[src/source/mem_config.svh]
`ifndef MEM_CONFIG_SVH
`define MEM_CONFIG_SVH

// Memory geometry
`define MEM_AN 12
`define MEM_DN 16
`define MEM_BURST 4

// Word address map, framebuffer at the bottom
`define FB_BASE 0
`define TEST_BASE 256
`define TEST_LEN 32

// Display timing, cycles per line and lines per frame
`define H_ACTIVE 8
`define H_BLANK 24
`define V_ACTIVE 4
`define V_BLANK 2

`endif

[src/source/mem_pkg.sv]
`default_nettype none

`include "mem_config.svh"

package mem_pkg;

	typedef logic [`MEM_AN-1:0] mem_addr_t;
	typedef logic [`MEM_DN-1:0] mem_data_t;
	typedef logic [1:0] mem_id_t;

	// Client ids on the shared bus
	localparam mem_id_t ID_HOST = 2'd0;
	localparam mem_id_t ID_DISP = 2'd1;
	localparam mem_id_t ID_TEST = 2'd2;

endpackage

`default_nettype wire

[src/source/mem_arbiter.sv]
`timescale 1ns/1ps
`default_nettype none

module mem_arbiter (
	input logic clk10M,
	input logic rst,

	input logic host_req,
	input logic host_wr,
	input mem_pkg::mem_addr_t host_addr,
	input mem_pkg::mem_data_t host_wdata,

	input logic disp_req,
	input mem_pkg::mem_addr_t disp_addr,

	input logic test_req,
	input logic test_wr,
	input mem_pkg::mem_addr_t test_addr,
	input mem_pkg::mem_data_t test_wdata,

	input logic mack,

	output logic host_ack,
	output logic disp_ack,
	output logic test_ack,

	output logic mreq,
	output logic mwr,
	output mem_pkg::mem_addr_t maddr,
	output mem_pkg::mem_data_t mwdata,
	output mem_pkg::mem_id_t mid
);
	import mem_pkg::*;

	logic host_win, disp_win, test_win;

	// Host wins over display, display over test
	assign host_win = host_req;
	assign disp_win = disp_req & ~host_req;
	assign test_win = test_req & ~host_req & ~disp_req;

	assign mreq = host_req | disp_req | test_req;

	always_comb begin
		mwr = test_wr;
		maddr = test_addr;
		mwdata = test_wdata;
		mid = ID_TEST;
		if (host_win) begin
			mwr = host_wr;
			maddr = host_addr;
			mwdata = host_wdata;
			mid = ID_HOST;
		end else if (disp_win) begin
			// Display only reads
			mwr = 1'b0;
			maddr = disp_addr;
			mwdata = '0;
			mid = ID_DISP;
		end
	end

	assign host_ack = mack & host_win;
	assign disp_ack = mack & disp_win;
	assign test_ack = mack & test_win;

	property req_held(r, a);
		@(posedge clk10M) disable iff (rst) r && !a |=> r;
	endproperty

	ack_needs_req: assert property (@(posedge clk10M) disable iff (rst)
		mack |-> mreq);

	host_held: assert property (req_held(host_req, host_ack));
	disp_held: assert property (req_held(disp_req, disp_ack));
	test_held: assert property (req_held(test_req, test_ack));

endmodule

`default_nettype wire

[config.mk]
export PLATFORM = sky130hd
export DESIGN_NAME = mem_arbiter
export DESIGN_NICKNAME = d
export VERILOG_FILES = /design/src/source/mem_pkg.sv /design/src/source/mem_arbiter.sv
export VERILOG_INCLUDE_DIRS = /design/src /design/src/source
export SDC_FILE = /design/constraint.sdc
export NUM_CORES = 1
export LEC_CHECK = 0
export ABC_AREA = 1
export BUFFER_PORTS_ARGS = -buffer_cell sky130_fd_sc_hd__clkbuf_2
export CORE_MARGIN = 5
export CORE_UTILIZATION = 26
export DETAILED_ROUTE_END_ITERATION = 6
export GPL_TIMING_DRIVEN = 0
export PLACE_DENSITY = 0.89
export SLEW_MARGIN = 20
export SYNTH_ARGS = -nofsm -noshare
export SYNTH_HDL_FRONTEND = slang
export SYNTH_SLANG_ARGS = --single-unit
[constraint.sdc]
create_clock -name vclk -period 1.9
set_input_delay 0.38 -clock vclk [all_inputs]
set_output_delay 0.38 -clock vclk [all_outputs]
set_load 0.01 [all_outputs]
# Word-level counts from Yosys, hierarchy flattened

Index checks and enable logic that the tools add are counted.

Flip-flop bits (word level): 0
Input bits: 76
Output and inout bits: 35
Word-level logic and storage cells: 18

Multiplexer cells: 8
Bitwise logic cells: 10

Operators with widths:

| cell              | count |
|---|---|
| 2-to-1 mux 16 bit | 2 |
| 2-to-1 mux 12 bit | 2 |
| bitwise AND 1 bit | 6 |
| 2-to-1 mux 2 bit  | 2 |
| 2-to-1 mux 1 bit  | 2 |
| inverter 1 bit    | 2 |
| bitwise OR 1 bit  | 2 |

# Longest topological paths before layout

Word-level depth: 4
Mapped depth: 4
Mapped depth without buffers: 3

# Worst setup path before layout

OpenSTA, ideal clock, no wires.

Kind: input port to output port
From: input port host_req
To: output port mwdata[10]
Arrival time: 865 ps
Data required time: 1,520 ps
Setup slack: 655 ps
Stages on the path: 4
Buffers on the path: 1
Path through: nor2_2 -> buf_4 -> nand2_1 -> nand2_1

Word-level cells in the longest chain between the ends: 4

RTL lines:

| element             | RTL line          | source |
|---|---|---|
| from (decl)         | mem_arbiter.sv:8  | `input logic host_req,` |
| inverter 1 bit      | mem_arbiter.sv:39 | `assign disp_win = disp_req & ~host_req;` |
| bitwise AND 1 bit   | mem_arbiter.sv:39 |  |
| 2-to-1 mux 16 bit   | mem_arbiter.sv:54 | `end else if (disp_win) begin` |
| 2-to-1 mux 16 bit * | mem_arbiter.sv:49 | `if (host_win) begin` |
| to (decl)           | mem_arbiter.sv:30 | `output mem_pkg::mem_data_t mwdata,` |

Mark *: on every way between the ends. The rest lies on a longest branch, timed or not.

# Final worst setup path

From: input port host_req
To: output port maddr[0]

Word-level cells in the longest chain between the ends: 4

RTL lines:

| element             | RTL line          | source |
|---|---|---|
| inverter 1 bit      | mem_arbiter.sv:39 |  |
| bitwise AND 1 bit   | mem_arbiter.sv:39 |  |
| 2-to-1 mux 12 bit   | mem_arbiter.sv:54 |  |
| 2-to-1 mux 12 bit * | mem_arbiter.sv:49 |  |
| to (decl)           | mem_arbiter.sv:29 | `output mem_pkg::mem_addr_t maddr,` |

Marks and branches as above.

==> reports/qor.txt <==
outcome: complete, no violations
most used cell, CP: clkbuf_2
final period utilization: 83.18%
post-DR wirelength/cell: 10.08 um
Die W: 53.71 um
DP Worst Slack: 0.3182 ns
layout cells sized above 1: 52.19%
CP peak stage delay: 0.21 ns
vias in the first global route: 953
HP Class: in -> out
post-detail-place hpwl: 2287 um
DR top layer: met3
# DRC: 0
syn_area_per_cell: 4.174 sq um
Antenna Cells: 0
WP data arrival: 1.20 ns
IO Pins: 111
post-synthesis instance area: 496.7 sq um
Starting DRT DRC Count: 17
worst-margin pin slew: 0.2017 ns
# Max-Cap Violations: 0
Post-layout nets: 306
area of placed instances: 1074 sq um
post-CTS setup buffers: 0
critical path's slowest cell: nor2_2
Detailed Routing Iterations Pass 1: 4
Setup crit start kind: input port
Rows: 15
Die H: 53.71 um
IR drop worst, VDD: 0.1417 mV
Power, Total: 0.2509 mW
sequential share of the synthesized area: 0%
Achievable Freq: 632.8 MHz
nature of the critical path endpoint: primary output
setup TNS: 0 ns
via count: 1074
leading area contributor after synthesis: nand2_1
initial antenna violation count: 0
synth unique cells: 8
vias per cell: 4.245
unrepaired setup endpoints after global routing: false
# hold bufs at CTS: 0
Layout clock buffers: 0
Yosys warnings: 0
top-area cell type share of the netlist area: 59.70%
Final Hold Fails: 0
CP max FO: 10
Syn Nets: 195
cells after synthesis: 119
Final WS setup: 0.3196 ns
count of final setup violators: 0
routed wl met2: 1259 um
Initial Util: 28.16%
wire length on met3: 376 um
first-pass GRT wire length: 3760 um
Reg area: 0 sq um
required time of the worst setup path: 1.52 ns
Antenna Violating Nets Remaining: 0
Pwr Density: 233.8 nW/um^2
die area: 2885 sq um
main area contributors after synthesis: nand2_1, nand3_1, buf_2, buf_4, inv_1
final instance area: 1074 sq um
Layout area overhead: 116.1%
total length of routed wires: 2549 um
crit path cell chain: clkbuf_2 -> nor2_2 -> buf_4 -> nand2_1 -> nand3_1 -> clkbuf_2
Total GRT Usage: 16.32%
kind of critical path: in -> out
largest net degree at the start of global routing: 11
PostCTS Resize Cnt: 0
M1 WL: 914 um
fillcell total: 202
Seq cells: 0
Slew Viols, Final: 0
core region area: 1764 sq um
Pleak: 0.7834 nW
max_slew headroom: 86.54%
routability cong.: 0.8080
IO Port Bufs: 109
remaining global-route overflow: 0
Tmin final: 1.580 ns
## cell type report
class                           instances  area [sq um]  share of cell area (%)
Tap cell                               25         31.28                   2.914
Multi-Input combinational cell        106         430.4                   40.09
Inverter                                5         18.77                   1.748
Buffer                                  8         47.55                   4.429
Timing Repair Buffer                  109         545.5                   50.82
## where the power goes
part	total [mW]	internal (mW)	switching, mW
Clock	0	0	0
Combinational	0.251	0.125	0.126
Sequential	0	0	0
## kinds of logic (layout without fill, tap and decap cells)
kind of cell,after synthesis,in the layout,synth area share [%]
buf+inv,13,122,13.35
simple gates,106,106,86.65
## through the flow
step | hold slack (ns) | std cells | utilization [%]
final | 1.039 | 253 | 60.85
after global routing | 1.061 | 253 | 60.85
after CTS | 1.043 | 253 | 60.85
after detailed placement | 1.043 | 253 | 60.85
after global placement | 1.037 | 253 | 60.85
after floorplan | 0.8471 | 119 | -
## worst max-delay path, delay by kind of cell
family,cells,cell delay (ns)
AND/OR/NAND/NOR,3,0.34
buffers and inverters,3,0.47
## final timing paths
| check | depth (start not counted) | end | start |
|---|---|---|---|
| hold / removal | 4 | mwdata[15] | test_wdata[15] |
| setup / recovery | 6 | maddr[0] | host_req |
## metal layers
layer,vias up,GRT usage (%)
li1,586,-
met1,424,17.48
met2,64,32.06
met3,0,5.540
met4,0,0
met5,-,0
## placed cells by master (no fill, tap or decap)
cell type,count
nor2_1,2
buf_2,5
nand2_1,79
inv_2,1
inv_1,4
clkbuf_2,109
buf_4,3
nor2_2,1
nand3_1,24
## Yosys cell counts (all sizes together)
master   n
buf      8
nand3   24
nand2   79
nor2     3
inv      5
No activity file was read; power rests on OpenSTA's default activity.
