<file path="src/source/mem_config.svh">
`ifndef MEM_CONFIG_SVH
`define MEM_CONFIG_SVH

// Memory geometry
`define MEM_AN 12
`define MEM_DN 16
`define MEM_BURST 4

// Word address map, framebuffer at the bottom
`define FB_BASE 0
`define TEST_BASE 256
`define TEST_LEN 32

// Display timing, cycles per line and lines per frame
`define H_ACTIVE 8
`define H_BLANK 24
`define V_ACTIVE 4
`define V_BLANK 2

`endif

</file>
<file path="src/source/mem_pkg.sv">
`default_nettype none

`include "mem_config.svh"

package mem_pkg;

	typedef logic [`MEM_AN-1:0] mem_addr_t;
	typedef logic [`MEM_DN-1:0] mem_data_t;
	typedef logic [1:0] mem_id_t;

	// Client ids on the shared bus
	localparam mem_id_t ID_HOST = 2'd0;
	localparam mem_id_t ID_DISP = 2'd1;
	localparam mem_id_t ID_TEST = 2'd2;

endpackage

`default_nettype wire

</file>
<file path="src/source/disp_pkg.sv">
`default_nettype none

package disp_pkg;

	// RGB565 as stored in the framebuffer
	typedef struct packed {
		logic [4:0] red;
		logic [5:0] green;
		logic [4:0] blue;
	} rgb565_t;

	// Same word, seen raw by the bus or as colour by the scanner
	typedef union packed {
		mem_pkg::mem_data_t raw;
		rgb565_t rgb;
	} pixel_word_u;

	typedef struct packed {
		logic [7:0] red;
		logic [7:0] green;
		logic [7:0] blue;
	} rgb888_t;

endpackage

`default_nettype wire

</file>
<file path="src/source/disp_scan.sv">
`timescale 1ns/1ps
`default_nettype none

`include "mem_config.svh"

module disp_scan (
	input logic clk10M,
	input logic rst,
	input logic ack,
	input logic rvalid,
	input mem_pkg::mem_data_t rdata,
	input mem_pkg::mem_id_t rid,

	output logic req,
	output mem_pkg::mem_addr_t addr,

	output disp_pkg::rgb888_t pixel,
	output logic de,
	output logic hsync,
	output logic vsync,
	output logic underrun
);
	import mem_pkg::*;
	import disp_pkg::*;

	localparam int HW = $clog2(`H_ACTIVE + `H_BLANK);
	localparam int VW = $clog2(`V_ACTIVE + `V_BLANK);
	localparam int DEPTH = 2 * `MEM_BURST;
	localparam int PTR_W = $clog2(DEPTH);
	localparam logic [HW-1:0] H_ACT = HW'(`H_ACTIVE);
	localparam logic [HW-1:0] H_LAST = HW'(`H_ACTIVE + `H_BLANK - 1);
	localparam logic [VW-1:0] V_ACT = VW'(`V_ACTIVE);
	localparam logic [VW-1:0] V_LAST = VW'(`V_ACTIVE + `V_BLANK - 1);
	localparam logic [PTR_W:0] BURST_N = (PTR_W + 1)'(`MEM_BURST);
	localparam logic [PTR_W+1:0] ROOM = (PTR_W + 2)'(DEPTH - `MEM_BURST);
	localparam mem_addr_t FB_FIRST = mem_addr_t'(`FB_BASE);
	localparam mem_addr_t FB_LAST = mem_addr_t'(`FB_BASE + `H_ACTIVE * `V_ACTIVE - `MEM_BURST);

	logic [HW-1:0] hcnt;
	logic [VW-1:0] vcnt;
	logic scan_en;
	logic active, blank, fetch_en;
	mem_data_t queue [DEPTH];
	logic [PTR_W-1:0] wr_ptr, rd_ptr;
	logic [PTR_W:0] count, inflight;
	logic [PTR_W+1:0] level;
	logic push, pop;

	// Widen each channel by repeating its top bits
	function automatic rgb888_t expand(mem_data_t raw);
		pixel_word_u w;
		rgb888_t c;
		w.raw = raw;
		c.red = {w.rgb.red, w.rgb.red[4:2]};
		c.green = {w.rgb.green, w.rgb.green[5:4]};
		c.blue = {w.rgb.blue, w.rgb.blue[4:2]};
		return c;
	endfunction

	assign active = scan_en && (hcnt < H_ACT) && (vcnt < V_ACT);
	assign blank = (hcnt >= H_ACT) || (vcnt >= V_ACT);
	// Before the first visible frame only the vertical blank fetches
	assign fetch_en = blank && (scan_en || (vcnt >= V_ACT));

	assign push = rvalid && (rid == ID_DISP);
	assign pop = active && (count != '0);
	assign level = {1'b0, count} + {1'b0, inflight};

	always_ff @(posedge clk10M) begin
		if (push)
			queue[wr_ptr] <= rdata;
		pixel <= pop ? expand(queue[rd_ptr]) : '0;
	end

	always_ff @(posedge clk10M) begin
		if (rst) begin
			hcnt <= '0;
			vcnt <= '0;
			scan_en <= 1'b0;
			de <= 1'b0;
			hsync <= 1'b0;
			vsync <= 1'b0;
			underrun <= 1'b0;
		end else begin
			if (hcnt == H_LAST) begin
				hcnt <= '0;
				if (vcnt == V_LAST) begin
					vcnt <= '0;
					scan_en <= 1'b1;
				end else begin
					vcnt <= vcnt + 1'b1;
				end
			end else begin
				hcnt <= hcnt + 1'b1;
			end
			de <= active;
			hsync <= (hcnt == '0);
			vsync <= (vcnt == V_ACT);
			if (active && count == '0)
				underrun <= 1'b1;
		end
	end

	// Burst fetch and line queue bookkeeping
	always_ff @(posedge clk10M) begin
		if (rst) begin
			req <= 1'b0;
			addr <= FB_FIRST;
			wr_ptr <= '0;
			rd_ptr <= '0;
			count <= '0;
			inflight <= '0;
		end else begin
			if (req) begin
				if (ack) begin
					req <= 1'b0;
					addr <= (addr == FB_LAST) ? FB_FIRST : addr + mem_addr_t'(`MEM_BURST);
				end
			end else if (fetch_en && level <= ROOM) begin
				req <= 1'b1;
			end
			inflight <= inflight + (ack ? BURST_N : '0) - {{PTR_W{1'b0}}, push};
			if (push)
				wr_ptr <= wr_ptr + 1'b1;
			if (pop)
				rd_ptr <= rd_ptr + 1'b1;
			case ({push, pop})
				2'b10: count <= count + 1'b1;
				2'b01: count <= count - 1'b1;
				default: count <= count;
			endcase
		end
	end

	no_overflow: assert property (@(posedge clk10M) disable iff (rst)
		push |-> (count < DEPTH) || pop);

endmodule

`default_nettype wire

</file>
<file path="config.mk">
export PLATFORM = sky130hd
export DESIGN_NAME = disp_scan
export DESIGN_NICKNAME = d
export VERILOG_FILES = /design/src/source/mem_pkg.sv /design/src/source/disp_pkg.sv /design/src/source/disp_scan.sv
export VERILOG_INCLUDE_DIRS = /design/src /design/src/source
export SDC_FILE = /design/constraint.sdc
export NUM_CORES = 1
export LEC_CHECK = 0
export BUFFER_PORTS_ARGS = -buffer_cell sky130_fd_sc_hd__buf_2
export CORE_AREA = 5 5 162 164
export DETAILED_ROUTE_END_ITERATION = 8
export DIE_AREA = 0 0 167 169
export PLACE_DENSITY = 0.42
export SLEW_MARGIN = 0
export SYNTH_ARGS = -nofsm -noshare
export SYNTH_HDL_FRONTEND = slang
export SYNTH_SLANG_ARGS = --single-unit
</file>
<file path="constraint.sdc">
create_clock -name clk10M -period 3.3 [get_ports clk10M]
set_input_delay 0.33 -clock clk10M [delete_from_list [all_inputs] [get_ports clk10M]]
set_output_delay 0.33 -clock clk10M [all_outputs]
set_load 0.02 [all_outputs]
</file>
Yosys cells after proc, flatten, opt, wreduce, memory -nomap -nowiden. Memories as Yosys holds them, arrays and structs flattened. A register that Yosys moved wholly into a read port is not among the register bits. Index checks and enable logic that the tools add are counted.

Add/sub/neg operators: 10. Magnitude comparators: 5. Equal/unequal tests: 7. Muxes and demuxes: 11. Reductions and logical operators: 16.

Operators with widths (count): 12-bit by 3-bit adder with 12-bit output, second input constant (1); 12-bit by 5-bit == test with 1-bit output, second input constant (1); 12-bit 2-to-1 mux (1); 3-bit 2-to-1 mux (4); 3-bit by 1-bit adder with 3-bit output, second input constant (3); 4-bit one-hot mux with 2 select lines (1); 1-bit logical AND (7); 3-bit == test, second input constant (2); 4-bit by 4-bit adder with 5-bit output (1); 5-bit by 1-bit adder with 5-bit output, second input constant (1); 5-bit == test, second input constant (1); 5-bit by 4-bit >= comparator with 1-bit output, second input constant (1); 5-bit by 3-bit <= comparator with 1-bit output, second input constant (1); 5-bit logical NOT (1); 5-bit by 4-bit < comparator with 1-bit output, second input constant (1); 1-bit 2-to-1 mux (5); 4-bit by 1-bit adder with 4-bit output, second input constant (1); 4-bit by 3-bit adder with 4-bit output (1); 2-bit by 1-bit == test with 1-bit output, second input constant (2); 4-bit logical NOT (1); 2-bit AND reduction (2); 4-bit nonzero test (1); 4-bit by 1-bit subtractor with 4-bit output (1); 4-bit by 1-bit subtractor with 4-bit output, second input constant (1); 6 further kinds (7).

Flip-flop bits (word level): 64. Bits in writable memories: 128. Bits of input ports: 22. Output and inout bits: 41. Memories: 1.

Memories: queue (words 8, width 16, read ports 1, clocked after Yosys merged registers in 1, write ports 1, line disp_scan.sv:43) `mem_data_t queue [DEPTH];`.

Depth between registers and ports, before layout.
Word-level depth: 6. Gate-level depth with buffers: 12.

Worst setup path after synthesis. No wires, ideal clock.

Path kind: input port to flip-flop. Start: input rid[1]. End: memory queue[0][0] (netlist bit), enable pin. Setup time: 0.430 ns. Data arrival time: 2.216 ns. Required time: 2.870 ns. Path slack: 0.654 ns. Cell stages on the path: 2. Path buffers: 0. Path through: nand3b_1 > nor4_1.

Cells in the longest elaborated chain, start to end: 4.

RTL lines: start: declaration (line disp_scan.sv:12) `input mem_pkg::mem_id_t rid,`; 2-bit by 1-bit == test with 1-bit output (line disp_scan.sv:65) `assign push = rvalid && (rid == ID_DISP);`; 1-bit logical AND (line disp_scan.sv:65); 1-bit 2-to-1 mux (line disp_scan.sv:70) `if (push)`; 1-bit 2-to-1 mux (implied by the code) (line disp_scan.sv:71) `queue[wr_ptr] <= rdata;`; end: declaration (line disp_scan.sv:43).

Every way passes these cells.

Worst setup path after layout.
Start: register count[1]. End: register count[2].

Cells in the longest elaborated chain, start to end: 4. Elaborated cells between the ends (all ways): 8. Those cells by class: 2 x add/sub; 2 x eq/ne; 1 x mux; 3 x reduce/logical.

RTL lines: start: declaration (line disp_scan.sv:45) `logic [PTR_W:0] count, inflight;`; start signal: assignment (line disp_scan.sv:128) `2'b10: count <= count + 1'b1;`; start signal: assignment (line disp_scan.sv:129) `2'b01: count <= count - 1'b1;`; start signal: assignment (line disp_scan.sv:130) `default: count <= count;`; branches (longest 4 deep; another with 4-bit by 1-bit subtractor with 4-bit output).

Several ways; the timed one is not identified. A chain may end at the register's enable or synchronous reset.

==> results.sh <==
export IMPL_utilization=0.345
export IMPL_antenna_found_initial=1
export IMPL_end_kind="flop"
export IMPL_finalClockSkew_ps=8.52
export IMPL_grtUsageTotal=0.107
export IMPL_drc=0
export IMPL_slew_viol_final=0
export IMPL_crit_fanout=9
export IMPL_path_cells="or4_4 -> nand2_4 -> inv_1 -> ha_1 -> xor2_1 -> ha_1 -> a21oi_1 -> xor2_1 -> or3_1 -> a21oi_1"
export IMPL_synth_top_area_frac=0.532
export IMPL_grt_max_degree=34
export IMPL_area_growth_pct=18.1
export IMPL_cts_root_buffer="clkbuf_16"
export IMPL_cp_required_ps=3650
export IMPL_h_tree_depth=4
export IMPL_rows=58
export IMPL_dr_wl_met3_um=521
export IMPL_clk_latency_ps=430
export IMPL_grt_pass1_vias=3967
export IMPL_critical_path_max_stage_delay_ps=590
export IMPL_synthFlopType="edfxtp_1"
export IMPL_synth_area_leader_cell="edfxtp_1"
export IMPL_cts_resized_gates=0
export IMPL_crit_family="simple AND/OR/NAND/NOR gates"
export IMPL_rsz0062_at_grt="no"
export IMPL_die_w_um=167
export IMPL_seq_area_frac_synth=0.690
export IMPL_hold_buffers=0
export IMPL_setup_viol=0
export IMPL_worstHoldStart="rdata[4]"
export IMPL_met2_length_um=7020
export IMPL_clkTransAtPathRegs_ps=80
export IMPL_cp_data_arrival_time_ps=2820
export IMPL_leakage_uw=0.00299
export IMPL_core_area_um2=24700
export IMPL_routedWlPerCell_um=16.9
export IMPL_fin_crit_sh=0.748
export IMPL_status="completed"
export IMPL_final_cell_count_no_fill=859
export IMPL_reg2reg_from="count[1]"
export IMPL_synth_edf_count=128
export IMPL_dp_cells=827
export IMPL_finalNetCount=557
export IMPL_tns_ps=0
export IMPL_syn_area_um2=7220
export IMPL_period_needed_ps=2470
export IMPL_power_density_nw_per_um2=548
export IMPL_crit_start="count[1]"
export IMPL_ys_types=44
export IMPL_antennaDiodeCount=0
export IMPL_max_freq_ghz=0.405
export IMPL_fp_dieH_um=169
export IMPL_start_kind="flop"
export IMPL_worst_slew_pin_slew_ps=672
export IMPL_slowest_stage="or4_4"
export IMPL_wl_met1_um=6780
export IMPL_cts_buffers=17
export IMPL_num_vias=3816
export IMPL_critPathBufInv=1
export IMPL_post_cts_buffers=0
export IMPL_cts_buffer_depth=2
export IMPL_initial_utilization=0.292
export IMPL_gp_congestion=0.702
export IMPL_io_pins=63
export IMPL_grt_pass1_wl_um=22700
export IMPL_synthCells=446
export IMPL_hold_path_class="primary input to flop"
export IMPL_yosys_warnings=0
export IMPL_relSlewSlack=0.552
export IMPL_top_layer="met5"
export IMPL_dpl_hpwl_um=8970
export IMPL_design_die_area_um2=28200
export IMPL_drive_gt1_frac=0.287
export IMPL_cts_sinks=185
export IMPL_drt_wl_total_um=14500
export IMPL_synthMostInstantiatedCell="edfxtp_1"
export IMPL_hold_viol=0
export IMPL_num_fill_cells=2408
export IMPL_avgSynthCellArea_um2=16.2
export IMPL_synth_common_cells="128 x edfxtp_1, 57 x dfxtp_1, 51 x nor2_1, 32 x mux4_2, 18 x mux2i_1"
export IMPL_viasPerCell=4.44
export IMPL_dr_first_iter_drc_count=180
export IMPL_drv_cap=0
export IMPL_vdd_drop_max_uv=304
export IMPL_critical_path_class="flop to flop"
export IMPL_post_place_ws_ps=838
export IMPL_first_pass_iters=4
export IMPL_overflow=0
export IMPL_synthTopCellsByArea="edfxtp_1 53%, dfxtp_1 16%, mux4_2 10%"
export IMPL_cts_tree="yes"
export IMPL_ys_async_sr_fraction=0
export IMPL_hold_ws_ps=171
export IMPL_ys_ff_latch=185
export IMPL_fin_ws_ps=833
export IMPL_detail_route_antenna_nets=0
export IMPL_numPortBuffers=60
## cells by family after synthesis
logic type      after synthesis  synth area share
compound gates               18            0.0159
xor+xnor                     22            0.0267
fa+ha+maj                    19            0.0350
buf+inv                      39            0.0289
flops                       185             0.690
mux                          51             0.126
other cells                   1          0.000519
simple gates                111            0.0764
## final timing paths
path / to / slack, ps / cells after the start
setup reg to reg: count[2] / 830 / 10
setup / recovery: count[2] / 830 / 10
hold / removal: queue[1][4] / 170 / 1
hold reg to reg: vsync / 490 / 1
## metal layers
layer  vias to the layer above  GRT usage
met2                        67      0.173
met3                        10     0.0308
li1                       1794          -
met4                         2     0.0309
met1                      1943      0.140
met5                         -          0
## final cells by class
type | instances | area (µm²) | area share
sequential | 185 | 4990 | 0.585
multi-input combinational | 223 | 2060 | 0.241
timing repair buffer | 75 | 438 | 0.0513
clock buffer | 17 | 425 | 0.0499
tap | 330 | 413 | 0.0484
clock inverter | 15 | 156 | 0.0183
inverter | 14 | 52.6 | 0.00616
## power breakdown
group          internal [µW]  switching, µW  total, µW  leakage (µW)
clock network           1080            937       2010      0.000288
registers               2500           15.9       2520       0.00161
logic                   63.6           83.3        147       0.00109
## registers in the layout, summed over array words and instances (netlist names), 4 cells and up, named ones only
signal,count
inflight,4
pixel,16
count,4
addr,10
queue,128
hcnt,5
## per-stage QoR
stage                     power, µW  area [µm²]
final                          4680        8530
after global routing           4860        8530
after CTS                      4750        8530
after detailed placement       2720        7950
after global placement         2710        7950
after floorplan                2660        7230
## cell usage in the layout, fill, tap and decap left out, drive strengths merged, types with 13 or more instances in the layout
cell type / Yosys / final
buf: 21 / 75
clkbuf: 4 / 17
dfxtp: 57 / 57
edfxtp: 128 / 128
ha: 17 / 17
inv: 14 / 23
mux2i: 18 / 18
mux4: 32 / 32
nand2: 13 / 13
nor2: 51 / 51
(Power assumes the default switching activity.)
